==> src/periph_params.svh <==
// ------------------------------------------------
// Fixed address map and sizes of the subsystem
// Each peripheral window is 256 bytes, 0x300 and up is unmapped
// ------------------------------------------------
`ifndef PERIPH_PARAMS_SVH
`define PERIPH_PARAMS_SVH

`define PERIPH_GPIO_W 8
`define PERIPH_N_EXT 4
// Source 0 tied low, 1 GPIO, 2 timer, 3 and up external lines
`define PERIPH_N_SRC 7

`define PERIPH_GPIO_BASE 32'h0000_0000
`define PERIPH_TMR_BASE 32'h0000_0100
`define PERIPH_IRQ_BASE 32'h0000_0200
`define PERIPH_WIN_MASK 32'hFFFF_FF00
`define PERIPH_ERR_DATA 32'hBADCAB1E

`endif

==> src/periph_pkg.sv <==
// ------------------------------------------------
// Bus and register access types for the subsystem
// Full-word accesses only, no byte enables
// ------------------------------------------------
`default_nettype none

package periph_pkg;

  typedef enum logic [1:0] {
    REG_READ  = 2'd0,
    REG_WRITE = 2'd1
  } reg_op_e;

  typedef enum logic [1:0] {
    SEL_GPIO = 2'd0,
    SEL_TMR  = 2'd1,
    SEL_IRQ  = 2'd2,
    SEL_NONE = 2'd3
  } periph_sel_e;

  typedef struct packed {
    logic        req;
    logic        we;
    logic [31:0] addr;
    logic [31:0] wdata;
  } bus_req_t;

  typedef struct packed {
    logic        gnt;
    logic        rvalid;
    logic        err;
    logic [31:0] rdata;
  } bus_rsp_t;

  typedef struct packed {
    logic        valid;
    reg_op_e     op;
    logic [7:0]  offset;
    logic [31:0] wdata;
  } reg_req_t;

  typedef struct packed {
    logic [31:0] rdata;
  } reg_rsp_t;

endpackage

`default_nettype wire

==> src/obi_to_reg.sv <==
// ------------------------------------------------
// Grant is always given in the request cycle
// Response valid follows exactly two cycles later, in order
// ------------------------------------------------
`timescale 1ns/1ps
`default_nettype none
`include "periph_params.svh"

module obi_to_reg (
  input  logic                     clk_i,
  input  logic                     arst_n_i,
  input  periph_pkg::bus_req_t     bus_req_i,
  output periph_pkg::bus_rsp_t     bus_rsp_o,
  output periph_pkg::reg_req_t     reg_req_o,
  output periph_pkg::periph_sel_e  sel_o,
  input  periph_pkg::reg_rsp_t     reg_rsp_i
);

  import periph_pkg::*;

  periph_sel_e sel_d;
  periph_sel_e sel_q;
  logic        acc_valid_q;
  reg_op_e     acc_op_q;
  logic [7:0]  acc_off_q;
  logic [31:0] acc_wdata_q;
  logic        rsp_valid_q;
  logic        rsp_err_q;
  logic [31:0] rsp_rdata_q;

  // Window decode on the incoming address
  always_comb begin
    if ((bus_req_i.addr & `PERIPH_WIN_MASK) == `PERIPH_GPIO_BASE) begin
      sel_d = SEL_GPIO;
    end else if ((bus_req_i.addr & `PERIPH_WIN_MASK) == `PERIPH_TMR_BASE) begin
      sel_d = SEL_TMR;
    end else if ((bus_req_i.addr & `PERIPH_WIN_MASK) == `PERIPH_IRQ_BASE) begin
      sel_d = SEL_IRQ;
    end else begin
      sel_d = SEL_NONE;
    end
  end

  always_ff @(posedge clk_i or negedge arst_n_i) begin
    if (!arst_n_i) begin
      acc_valid_q <= 1'b0;
      rsp_valid_q <= 1'b0;
    end else begin
      acc_valid_q <= bus_req_i.req;
      rsp_valid_q <= acc_valid_q;
    end
  end

  always_ff @(posedge clk_i) begin
    if (bus_req_i.req) begin
      sel_q       <= sel_d;
      acc_op_q    <= bus_req_i.we ? REG_WRITE : REG_READ;
      acc_off_q   <= bus_req_i.addr[7:0];
      acc_wdata_q <= bus_req_i.wdata;
    end
    // Writes return zero data
    if (acc_valid_q) begin
      rsp_err_q   <= (sel_q == SEL_NONE);
      rsp_rdata_q <= (acc_op_q == REG_WRITE) ? 32'h0 : reg_rsp_i.rdata;
    end
  end

  assign reg_req_o = '{valid: acc_valid_q, op: acc_op_q, offset: acc_off_q,
                       wdata: acc_wdata_q};
  assign sel_o = sel_q;

  assign bus_rsp_o = '{gnt: bus_req_i.req, rvalid: rsp_valid_q, err: rsp_err_q,
                       rdata: rsp_rdata_q};

endmodule

`default_nettype wire

==> src/reg_xbar.sv <==
// ------------------------------------------------
// Combinational demux of one register access
// Unmapped accesses read back the error pattern
// ------------------------------------------------
`timescale 1ns/1ps
`default_nettype none
`include "periph_params.svh"

module reg_xbar (
  input  periph_pkg::reg_req_t     reg_req_i,
  input  periph_pkg::periph_sel_e  sel_i,
  output periph_pkg::reg_req_t     gpio_req_o,
  output periph_pkg::reg_req_t     tmr_req_o,
  output periph_pkg::reg_req_t     irq_req_o,
  input  periph_pkg::reg_rsp_t     gpio_rsp_i,
  input  periph_pkg::reg_rsp_t     tmr_rsp_i,
  input  periph_pkg::reg_rsp_t     irq_rsp_i,
  output periph_pkg::reg_rsp_t     reg_rsp_o
);

  import periph_pkg::*;

  // Payload is shared, only valid is steered
  always_comb begin
    gpio_req_o = reg_req_i;
    tmr_req_o  = reg_req_i;
    irq_req_o  = reg_req_i;

    gpio_req_o.valid = reg_req_i.valid && (sel_i == SEL_GPIO);
    tmr_req_o.valid  = reg_req_i.valid && (sel_i == SEL_TMR);
    irq_req_o.valid  = reg_req_i.valid && (sel_i == SEL_IRQ);
  end

  always_comb begin
    case (sel_i)
      SEL_GPIO: begin
        reg_rsp_o = gpio_rsp_i;
      end
      SEL_TMR: begin
        reg_rsp_o = tmr_rsp_i;
      end
      SEL_IRQ: begin
        reg_rsp_o = irq_rsp_i;
      end
      default: begin
        reg_rsp_o.rdata = `PERIPH_ERR_DATA;
      end
    endcase
  end

endmodule

`default_nettype wire

==> src/gpio_ctrl.sv <==
// ------------------------------------------------
// Input changes show in the input register after 2 cycles
// Interrupt state is set on rising input edges, write 1 clears
// ------------------------------------------------
`timescale 1ns/1ps
`default_nettype none
`include "periph_params.svh"

module gpio_ctrl (
  input  logic                      clk_i,
  input  logic                      arst_n_i,
  input  periph_pkg::reg_req_t      reg_req_i,
  output periph_pkg::reg_rsp_t      reg_rsp_o,
  input  logic [`PERIPH_GPIO_W-1:0] gpio_i,
  output logic [`PERIPH_GPIO_W-1:0] gpio_o,
  output logic [`PERIPH_GPIO_W-1:0] gpio_en_o,
  output logic                      intr_o
);

  import periph_pkg::*;

  logic [`PERIPH_GPIO_W-1:0] out_q, oe_q, ie_q;
  logic [`PERIPH_GPIO_W-1:0] sync1_q, sync2_q, prev_q;
  logic [`PERIPH_GPIO_W-1:0] state_q, state_d, state_clr;
  logic                      wr_en;

  assign wr_en = reg_req_i.valid && (reg_req_i.op == REG_WRITE);

  // Edge set wins over a clear in the same cycle
  assign state_clr = (wr_en && reg_req_i.offset == 8'h0C) ?
                     reg_req_i.wdata[`PERIPH_GPIO_W-1:0] : '0;
  assign state_d = (state_q & ~state_clr) | (sync2_q & ~prev_q);

  always_ff @(posedge clk_i or negedge arst_n_i) begin
    if (!arst_n_i) begin
      out_q   <= '0;
      oe_q    <= '0;
      ie_q    <= '0;
      sync1_q <= '0;
      sync2_q <= '0;
      prev_q  <= '0;
      state_q <= '0;
    end else begin
      sync1_q <= gpio_i;
      sync2_q <= sync1_q;
      prev_q  <= sync2_q;
      state_q <= state_d;
      if (wr_en) begin
        case (reg_req_i.offset)
          8'h00: out_q <= reg_req_i.wdata[`PERIPH_GPIO_W-1:0];
          8'h04: oe_q <= reg_req_i.wdata[`PERIPH_GPIO_W-1:0];
          8'h10: ie_q <= reg_req_i.wdata[`PERIPH_GPIO_W-1:0];
          default: ;
        endcase
      end
    end
  end

  always_comb begin
    reg_rsp_o.rdata = '0;
    case (reg_req_i.offset)
      8'h00: reg_rsp_o.rdata[`PERIPH_GPIO_W-1:0] = out_q;
      8'h04: reg_rsp_o.rdata[`PERIPH_GPIO_W-1:0] = oe_q;
      8'h08: reg_rsp_o.rdata[`PERIPH_GPIO_W-1:0] = sync2_q;
      8'h0C: reg_rsp_o.rdata[`PERIPH_GPIO_W-1:0] = state_q;
      8'h10: reg_rsp_o.rdata[`PERIPH_GPIO_W-1:0] = ie_q;
      default: ;
    endcase
  end

  assign gpio_o    = out_q;
  assign gpio_en_o = oe_q;
  assign intr_o    = |(state_q & ie_q);

endmodule

`default_nettype wire

==> src/cmp_timer.sv <==
// ------------------------------------------------
// Counter wraps to zero on a compare match
// Expired flag stays set until a write of 1 clears it
// ------------------------------------------------
`timescale 1ns/1ps
`default_nettype none

module cmp_timer (
  input  logic                 clk_i,
  input  logic                 arst_n_i,
  input  periph_pkg::reg_req_t reg_req_i,
  output periph_pkg::reg_rsp_t reg_rsp_o,
  output logic                 intr_o
);

  import periph_pkg::*;

  logic        cnt_en_q;
  logic [31:0] cnt_q;
  logic [31:0] cmp_q;
  logic        expired_q;
  logic        hit;
  logic        wr_en;

  assign wr_en = reg_req_i.valid && (reg_req_i.op == REG_WRITE);
  assign hit   = cnt_en_q && (cnt_q == cmp_q);

  always_ff @(posedge clk_i or negedge arst_n_i) begin
    if (!arst_n_i) begin
      cnt_en_q  <= 1'b0;
      cnt_q     <= '0;
      cmp_q     <= '0;
      expired_q <= 1'b0;
    end else begin
      if (hit) begin
        cnt_q <= '0;
      end else if (cnt_en_q) begin
        cnt_q <= cnt_q + 32'd1;
      end
      // Match sets the flag even when cleared in the same cycle
      expired_q <= hit | (expired_q &
                   ~(wr_en && reg_req_i.offset == 8'h0C && reg_req_i.wdata[0]));
      if (wr_en) begin
        case (reg_req_i.offset)
          8'h00: cnt_en_q <= reg_req_i.wdata[0];
          8'h04: cnt_q <= reg_req_i.wdata;
          8'h08: cmp_q <= reg_req_i.wdata;
          default: ;
        endcase
      end
    end
  end

  always_comb begin
    case (reg_req_i.offset)
      8'h00: reg_rsp_o.rdata = {31'h0, cnt_en_q};
      8'h04: reg_rsp_o.rdata = cnt_q;
      8'h08: reg_rsp_o.rdata = cmp_q;
      8'h0C: reg_rsp_o.rdata = {31'h0, expired_q};
      default: reg_rsp_o.rdata = '0;
    endcase
  end

  assign intr_o = expired_q;

endmodule

`default_nettype wire

==> src/irq_ctrl.sv <==
// ------------------------------------------------
// Single target, no priorities, lowest source id wins a claim
// Pending is set by a high source and cleared only by a claim
// ------------------------------------------------
`timescale 1ns/1ps
`default_nettype none
`include "periph_params.svh"

module irq_ctrl (
  input  logic                     clk_i,
  input  logic                     arst_n_i,
  input  periph_pkg::reg_req_t     reg_req_i,
  output periph_pkg::reg_rsp_t     reg_rsp_o,
  input  logic [`PERIPH_N_SRC-1:0] src_i,
  output logic                     irq_o,
  output logic                     msip_o
);

  import periph_pkg::*;

  localparam int unsigned ID_W = $clog2(`PERIPH_N_SRC);

  logic [`PERIPH_N_SRC-1:0] en_q;
  logic [`PERIPH_N_SRC-1:0] pend_q;
  logic [`PERIPH_N_SRC-1:0] claim_mask;
  logic [ID_W-1:0]          claim_id;
  logic                     msip_q;
  logic                     wr_en;
  logic                     claim_rd;

  assign wr_en    = reg_req_i.valid && (reg_req_i.op == REG_WRITE);
  assign claim_rd = reg_req_i.valid && (reg_req_i.op == REG_READ) &&
                    (reg_req_i.offset == 8'h08);

  // Scan downwards so the lowest active id is left
  always_comb begin
    claim_id = '0;
    for (int i = `PERIPH_N_SRC - 1; i > 0; i--) begin
      if (pend_q[i] && en_q[i]) begin
        claim_id = ID_W'(i);
      end
    end
  end

  always_comb begin
    claim_mask = '0;
    if (claim_rd) begin
      claim_mask[claim_id] = 1'b1;
    end
  end

  always_ff @(posedge clk_i or negedge arst_n_i) begin
    if (!arst_n_i) begin
      en_q   <= '0;
      pend_q <= '0;
      msip_q <= 1'b0;
    end else begin
      // Source 0 never pends
      pend_q <= (pend_q & ~claim_mask) | {src_i[`PERIPH_N_SRC-1:1], 1'b0};
      if (wr_en) begin
        case (reg_req_i.offset)
          8'h00: en_q <= reg_req_i.wdata[`PERIPH_N_SRC-1:0];
          8'h0C: msip_q <= reg_req_i.wdata[0];
          default: ;
        endcase
      end
    end
  end

  always_comb begin
    reg_rsp_o.rdata = '0;
    case (reg_req_i.offset)
      8'h00: reg_rsp_o.rdata[`PERIPH_N_SRC-1:0] = en_q;
      8'h04: reg_rsp_o.rdata[`PERIPH_N_SRC-1:0] = pend_q;
      8'h08: reg_rsp_o.rdata[ID_W-1:0] = claim_id;
      8'h0C: reg_rsp_o.rdata[0] = msip_q;
      default: ;
    endcase
  end

  assign irq_o  = |(pend_q & en_q);
  assign msip_o = msip_q;

endmodule

`default_nettype wire

==> src/periph_subsystem.sv <==
// ------------------------------------------------
// Bridge, crossbar and three register peripherals
// Interrupt source 0 is tied low, see the address map header
// ------------------------------------------------
`timescale 1ns/1ps
`default_nettype none
`include "periph_params.svh"

module periph_subsystem (
  input  logic                      clk_i,
  input  logic                      arst_n_i,
  input  periph_pkg::bus_req_t      bus_req_i,
  output periph_pkg::bus_rsp_t      bus_rsp_o,
  input  logic [`PERIPH_GPIO_W-1:0] gpio_i,
  output logic [`PERIPH_GPIO_W-1:0] gpio_o,
  output logic [`PERIPH_GPIO_W-1:0] gpio_en_o,
  input  logic [`PERIPH_N_EXT-1:0]  ext_irq_i,
  output logic                      irq_o,
  output logic                      msip_o,
  output logic                      tmr_irq_o
);

  import periph_pkg::*;

  reg_req_t                 reg_req;
  reg_rsp_t                 reg_rsp;
  periph_sel_e              sel;
  reg_req_t                 gpio_req, tmr_req, irq_req;
  reg_rsp_t                 gpio_rsp, tmr_rsp, irq_rsp;
  logic                     gpio_intr;
  logic [`PERIPH_N_SRC-1:0] intr_src;

  assign intr_src = {ext_irq_i, tmr_irq_o, gpio_intr, 1'b0};

  obi_to_reg u_bridge (
    .clk_i, .arst_n_i, .bus_req_i, .bus_rsp_o,
    .reg_req_o(reg_req), .sel_o(sel), .reg_rsp_i(reg_rsp)
  );

  reg_xbar u_xbar (
    .reg_req_i(reg_req), .sel_i(sel),
    .gpio_req_o(gpio_req), .tmr_req_o(tmr_req), .irq_req_o(irq_req),
    .gpio_rsp_i(gpio_rsp), .tmr_rsp_i(tmr_rsp), .irq_rsp_i(irq_rsp),
    .reg_rsp_o(reg_rsp)
  );

  gpio_ctrl u_gpio (
    .clk_i, .arst_n_i, .reg_req_i(gpio_req), .reg_rsp_o(gpio_rsp),
    .gpio_i, .gpio_o, .gpio_en_o, .intr_o(gpio_intr)
  );

  cmp_timer u_timer (
    .clk_i, .arst_n_i, .reg_req_i(tmr_req), .reg_rsp_o(tmr_rsp), .intr_o(tmr_irq_o)
  );

  irq_ctrl u_irq (
    .clk_i, .arst_n_i, .reg_req_i(irq_req), .reg_rsp_o(irq_rsp),
    .src_i(intr_src), .irq_o, .msip_o
  );

endmodule

`default_nettype wire

==> config.mk <==
export PLATFORM = sky130hd
export DESIGN_NAME = periph_subsystem
export DESIGN_NICKNAME = d
export VERILOG_FILES = /design/src/periph_pkg.sv /design/src/obi_to_reg.sv /design/src/reg_xbar.sv /design/src/gpio_ctrl.sv /design/src/cmp_timer.sv /design/src/irq_ctrl.sv /design/src/periph_subsystem.sv
export VERILOG_INCLUDE_DIRS = /design/src
export SDC_FILE = /design/constraint.sdc
export NUM_CORES = 1
export LEC_CHECK = 0
export BUFFER_PORTS_ARGS = -buffer_cell sky130_fd_sc_hd__buf_2
export CORE_MARGIN = 5
export CORE_UTILIZATION = 50
export CTS_CLUSTER_DIAMETER = 80
export CTS_CLUSTER_SIZE = 28
export DETAILED_ROUTE_END_ITERATION = 6
export GPL_ROUTABILITY_DRIVEN = 0
export PLACE_DENSITY = 0.82
export SYNTH_ARGS = -nofsm -noshare
export SYNTH_HDL_FRONTEND = slang
export SYNTH_SLANG_ARGS = --single-unit
==> constraint.sdc <==
create_clock -name clk_i -period 4.3 [get_ports clk_i]
set_input_delay 0.215 -clock clk_i [delete_from_list [all_inputs] [get_ports clk_i]]
set_output_delay 0.215 -clock clk_i [all_outputs]
set_load 0.02 [all_outputs]
==> impl_metrics.xml <==
<?xml version="1.0" encoding="UTF-8"?>
<metrics>
  <group name="global_routing">
    <metric name="track_usage" unit="">0.2165</metric>
    <metric name="pin_count_of_the_biggest_net_entering_global_routing" unit="">107</metric>
    <metric name="grt_pass1_wl" unit="um">38610</metric>
    <metric name="antenna_found_initial" unit="">0</metric>
    <metric name="first_global_vias" unit="">7156</metric>
    <metric name="global_route.overflow_total" unit="">0</metric>
  </group>
  <group name="floorplan">
    <metric name="die_y" unit="um">149.7</metric>
    <metric name="initial_utilization" unit="">0.5044</metric>
    <metric name="fp.dieArea" unit="um2">22400</metric>
    <metric name="io_pins" unit="">134</metric>
    <metric name="placeable_core_region" unit="um2">19330</metric>
    <metric name="std_cell_rows" unit="">51</metric>
    <metric name="chipWidth" unit="um">149.7</metric>
  </group>
  <group name="setup_path">
    <metric name="regToRegSetupSlack" unit="ns">1.37</metric>
    <metric name="worst_setup_path_startpoint" unit="">u_bridge.acc_off_q[1]</metric>
    <metric name="worstSetupStartpointType" unit="">flop</metric>
    <metric name="reg2reg_from" unit="">u_bridge.acc_off_q[1]</metric>
    <metric name="worst_ep_required_time" unit="ns">4.62</metric>
    <metric name="arrival" unit="ns">3.25</metric>
    <metric name="timing.setup.critical_path_class" unit="">reg2reg</metric>
    <metric name="critPathMaxFanout" unit="">64</metric>
    <metric name="critPathCaptureType" unit="">flop</metric>
  </group>
  <group name="logic_synthesis">
    <metric name="ys.warnings.count" unit="">0</metric>
    <metric name="synth.yosys.seq_area_share" unit="">0.5907</metric>
    <metric name="gate_count_after_technology_mapping" unit="">819</metric>
    <metric name="netlist-cell-type-count" unit="">55</metric>
    <metric name="synth_edf_count" unit="">76</metric>
    <metric name="postSynthAreaPerCell" unit="um2">11.91</metric>
    <metric name="asyncSetResetFlopFracSynth" unit="">0.6465</metric>
    <metric name="syn_nets" unit="">900</metric>
    <metric name="postSynth.topFlopCell" unit="">sky130_fd_sc_hd__dfrtp_1</metric>
    <metric name="ys_seq_elements" unit="">215</metric>
    <metric name="synthesized_area" unit="um2">9752</metric>
    <metric name="ys_top_cells_by_area" unit="">sky130_fd_sc_hd__dfrtp_1, sky130_fd_sc_hd__edfxtp_1, sky130_fd_sc_hd__mux2_2</metric>
    <metric name="synth_top_area_cell" unit="">sky130_fd_sc_hd__dfrtp_1</metric>
    <metric name="yosys.area.top_type_share" unit="">0.3567</metric>
  </group>
  <group name="final_layout">
    <metric name="flow.area_growth_from_synthesis" unit="%">18.96</metric>
    <metric name="antenna-diode-count" unit="">0</metric>
    <metric name="nets" unit="">1059</metric>
    <metric name="final_layout_size_suffix_gt1_frac" unit="">0.2348</metric>
    <metric name="layout.filler_cells" unit="">1527</metric>
  </group>
  <group name="power_and_ir_drop">
    <metric name="total_leakage_power" unit="nW">5.056</metric>
    <metric name="pwr_density_cell" unit="nW/um2">343.8</metric>
    <metric name="total_power" unit="W">0.003989</metric>
    <metric name="ir_worst_vdd" unit="V">0.0001782</metric>
  </group>
  <group name="cts">
    <metric name="cts-buffers-inserted" unit="">13</metric>
    <metric name="clock_sink_count" unit="">215</metric>
    <metric name="cts_setup_buffers" unit="">0</metric>
    <metric name="postCtsResizedCells" unit="">0</metric>
    <metric name="cts.htree.levels" unit="">1</metric>
    <metric name="cell_at_the_root_of_the_clock_tree" unit="">sky130_fd_sc_hd__clkbuf_16</metric>
    <metric name="clock_tree_from_tritoncts" unit="">built</metric>
    <metric name="worst_setup_hold_path_clk_slew" unit="ns">0.11</metric>
    <metric name="clock_tree.buffer_depth" unit="">3</metric>
    <metric name="later_pin_clock_latency_in_the_skew_report" unit="ns">0.48</metric>
  </group>
  <group name="sta">
    <metric name="setup_tns_final" unit="ns">0</metric>
    <metric name="finalMaxSlewViolations" unit="">0</metric>
    <metric name="achievable-frequency" unit="MHz">340.9</metric>
    <metric name="worst_slew_pin_slew" unit="ns">1.201</metric>
    <metric name="max-slew-margin-rel" unit="">0.1929</metric>
    <metric name="setup_viol_count_final" unit="">0</metric>
    <metric name="clock-skew-final" unit="ns">0.02094</metric>
    <metric name="hold_violations" unit="">0</metric>
    <metric name="grt_setup_unrepaired" unit="">no</metric>
    <metric name="final_period_minus_worst_setup_slack" unit="ns">2.933</metric>
    <metric name="finalCritPeriodShare" unit="">0.6822</metric>
    <metric name="whs" unit="ns">0.05116</metric>
  </group>
  <group name="routing">
    <metric name="detail_route.wl_per_cell" unit="um">19.02</metric>
    <metric name="routed_via_density" unit="">5.727</metric>
    <metric name="detail-route-antenna-nets" unit="">0</metric>
    <metric name="drt_first_iter_violations" unit="">897</metric>
    <metric name="vias" unit="">7153</metric>
    <metric name="detail_route.drc_violations" unit="">0</metric>
    <metric name="routed_wirelength" unit="um">23760</metric>
    <metric name="drt_pass1_iterations" unit="">6</metric>
  </group>
  <group name="placement">
    <metric name="hpwlAfterDp" unit="um">16320</metric>
    <metric name="port_buffers" unit="">133</metric>
  </group>
  <group name="hold_path">
    <metric name="hold_start" unit="">bus_req_i[50]</metric>
    <metric name="timing.hold.worst.class" unit="">in2reg</metric>
  </group>
  <group name="outcome">
    <metric name="run_status" unit="">completed</metric>
  </group>
  <group name="run">
    <metric name="drv_cap" unit="">0</metric>
  </group>
</metrics>
## cell usage after synthesis, types with 12 or more instances
cell type,instances
sky130_fd_sc_hd__a21oi_1,26
sky130_fd_sc_hd__a22o_1,16
sky130_fd_sc_hd__a22oi_1,23
sky130_fd_sc_hd__clkbuf_1,39
sky130_fd_sc_hd__dfrtp_1,139
sky130_fd_sc_hd__edfxtp_1,76
sky130_fd_sc_hd__inv_1,12
sky130_fd_sc_hd__mux2_2,58
sky130_fd_sc_hd__mux2i_1,17
sky130_fd_sc_hd__nand2_1,92
sky130_fd_sc_hd__nand3_1,17
sky130_fd_sc_hd__nand4_1,16
sky130_fd_sc_hd__nor2_1,42
sky130_fd_sc_hd__nor4_1,23
sky130_fd_sc_hd__o21ai_0,22
sky130_fd_sc_hd__o31ai_1,33
sky130_fd_sc_hd__xnor2_1,17
sky130_fd_sc_hd__xor2_1,45
## final cells by class
class                      instances  area (um2)  area share
tap                              265       331.6     0.02858
sequential                       215        5761      0.4965
inverter                          13       48.80    0.004206
multi-input combinational        537        3730      0.3215
timing repair buffer             198        1300      0.1121
clock inverter                     7       101.3    0.008736
clock buffer                      14       329.1     0.02837
## repair_timing
item | CTS | global route
hold endpoints to repair | 160 | 0
hold buffers | 56 | 0
endpoints found under the setup margin | 0 | 0
## path summary, 6_finish.rpt
| path | depth (start not counted) | to |
|---|---|---|
| worst max register to register | 4 | u_timer.cnt_q[26] |
| worst min-delay path | 3 | u_bridge.sel_o[1] |
| worst min register to register | 0 | u_gpio.sync2_q[6] |
| worst max-delay path | 4 | u_timer.cnt_q[26] |
| min in group asynchronous | 2 | u_gpio.gpio_o[0] |
| max in group asynchronous | 3 | u_irq.pend_q[6] |
## cell families (layout without fill, tap and decap cells)
group / after synthesis / count (layout) / share of synthesized area
AND/OR/NAND/NOR: 244 / 244 / 0.1248
AO/OA/AOI/OAI: 147 / 147 / 0.1044
XOR/XNOR: 62 / 62 / 0.05568
buffers and inverters: 67 / 232 / 0.02823
adder cells (fa/ha/maj): 1 / 1 / 0.001283
flip-flops: 215 / 215 / 0.5907
multiplexers: 83 / 83 / 0.09482
## power breakdown
group          total [W]  switching [W]  internal, W  leakage, nW
Combinational   0.000315       0.000177     0.000137         2.29
Clock            0.00137       0.000719     0.000655        0.210
Sequential       0.00230      0.0000855      0.00221         2.56
## critical path: stages, from the launching register on
cell	delay, ns
sky130_fd_sc_hd__edfxtp_1	0.38
sky130_fd_sc_hd__or4_4	0.59
sky130_fd_sc_hd__nor3_1	0.51
sky130_fd_sc_hd__and3_2	1.02
sky130_fd_sc_hd__o31ai_1	0.25
## through the flow
stage          setup WS, ns  instance area [um2]  instances  utilization
4_1_cts               1.425                11600       1249       0.6000
3_5_place_dp          1.429                10610       1172       0.5488
2_1_floorplan         1.901                 9752        819            -
6_report              1.367                11600       1249       0.6000
3_3_place_gp          1.600                10610       1172       0.5488
5_1_grt               1.147                11600       1249       0.6000
## metal layers
layer,share of wire,vias up,GRT usage,routed length [um]
met5,0,-,0,0
met4,0.030,0,0.06953,722
met3,0.073,58,0.02756,1731
met2,0.46,349,0.3376,10980
met1,0.43,3455,0.3180,10330
li1,-,3291,-,-
## layout by cell type (no fill, tap or decap), drive strengths merged, types with 27 or more instances in the layout
master	count
buf	142
dfrtp	139
dlygate4sd3	56
edfxtp	76
mux2	65
nand2	92
nor2	42
nor4	27
o31ai	33
xor2	45
## registers in the layout (all words and copies together) (netlist names), 2 cells and up
| signal | count |
|---|---|
| u_bridge.acc_off_q | 8 |
| u_irq.en_q | 7 |
| u_gpio.sync1_q | 8 |
| u_bridge.acc_wdata_q | 32 |
| u_gpio.ie_q | 8 |
| u_bridge.rsp_rdata_q | 32 |
| u_timer.cnt_q | 32 |
| u_gpio.state_q | 8 |
| u_bridge.sel_o | 2 |
| u_gpio.prev_q | 8 |
| u_timer.cmp_q | 32 |
| u_irq.pend_q | 7 |
| u_gpio.sync2_q | 8 |
| u_gpio.gpio_en_o | 8 |
| u_gpio.gpio_o | 8 |
(Power assumes the default switching activity.)
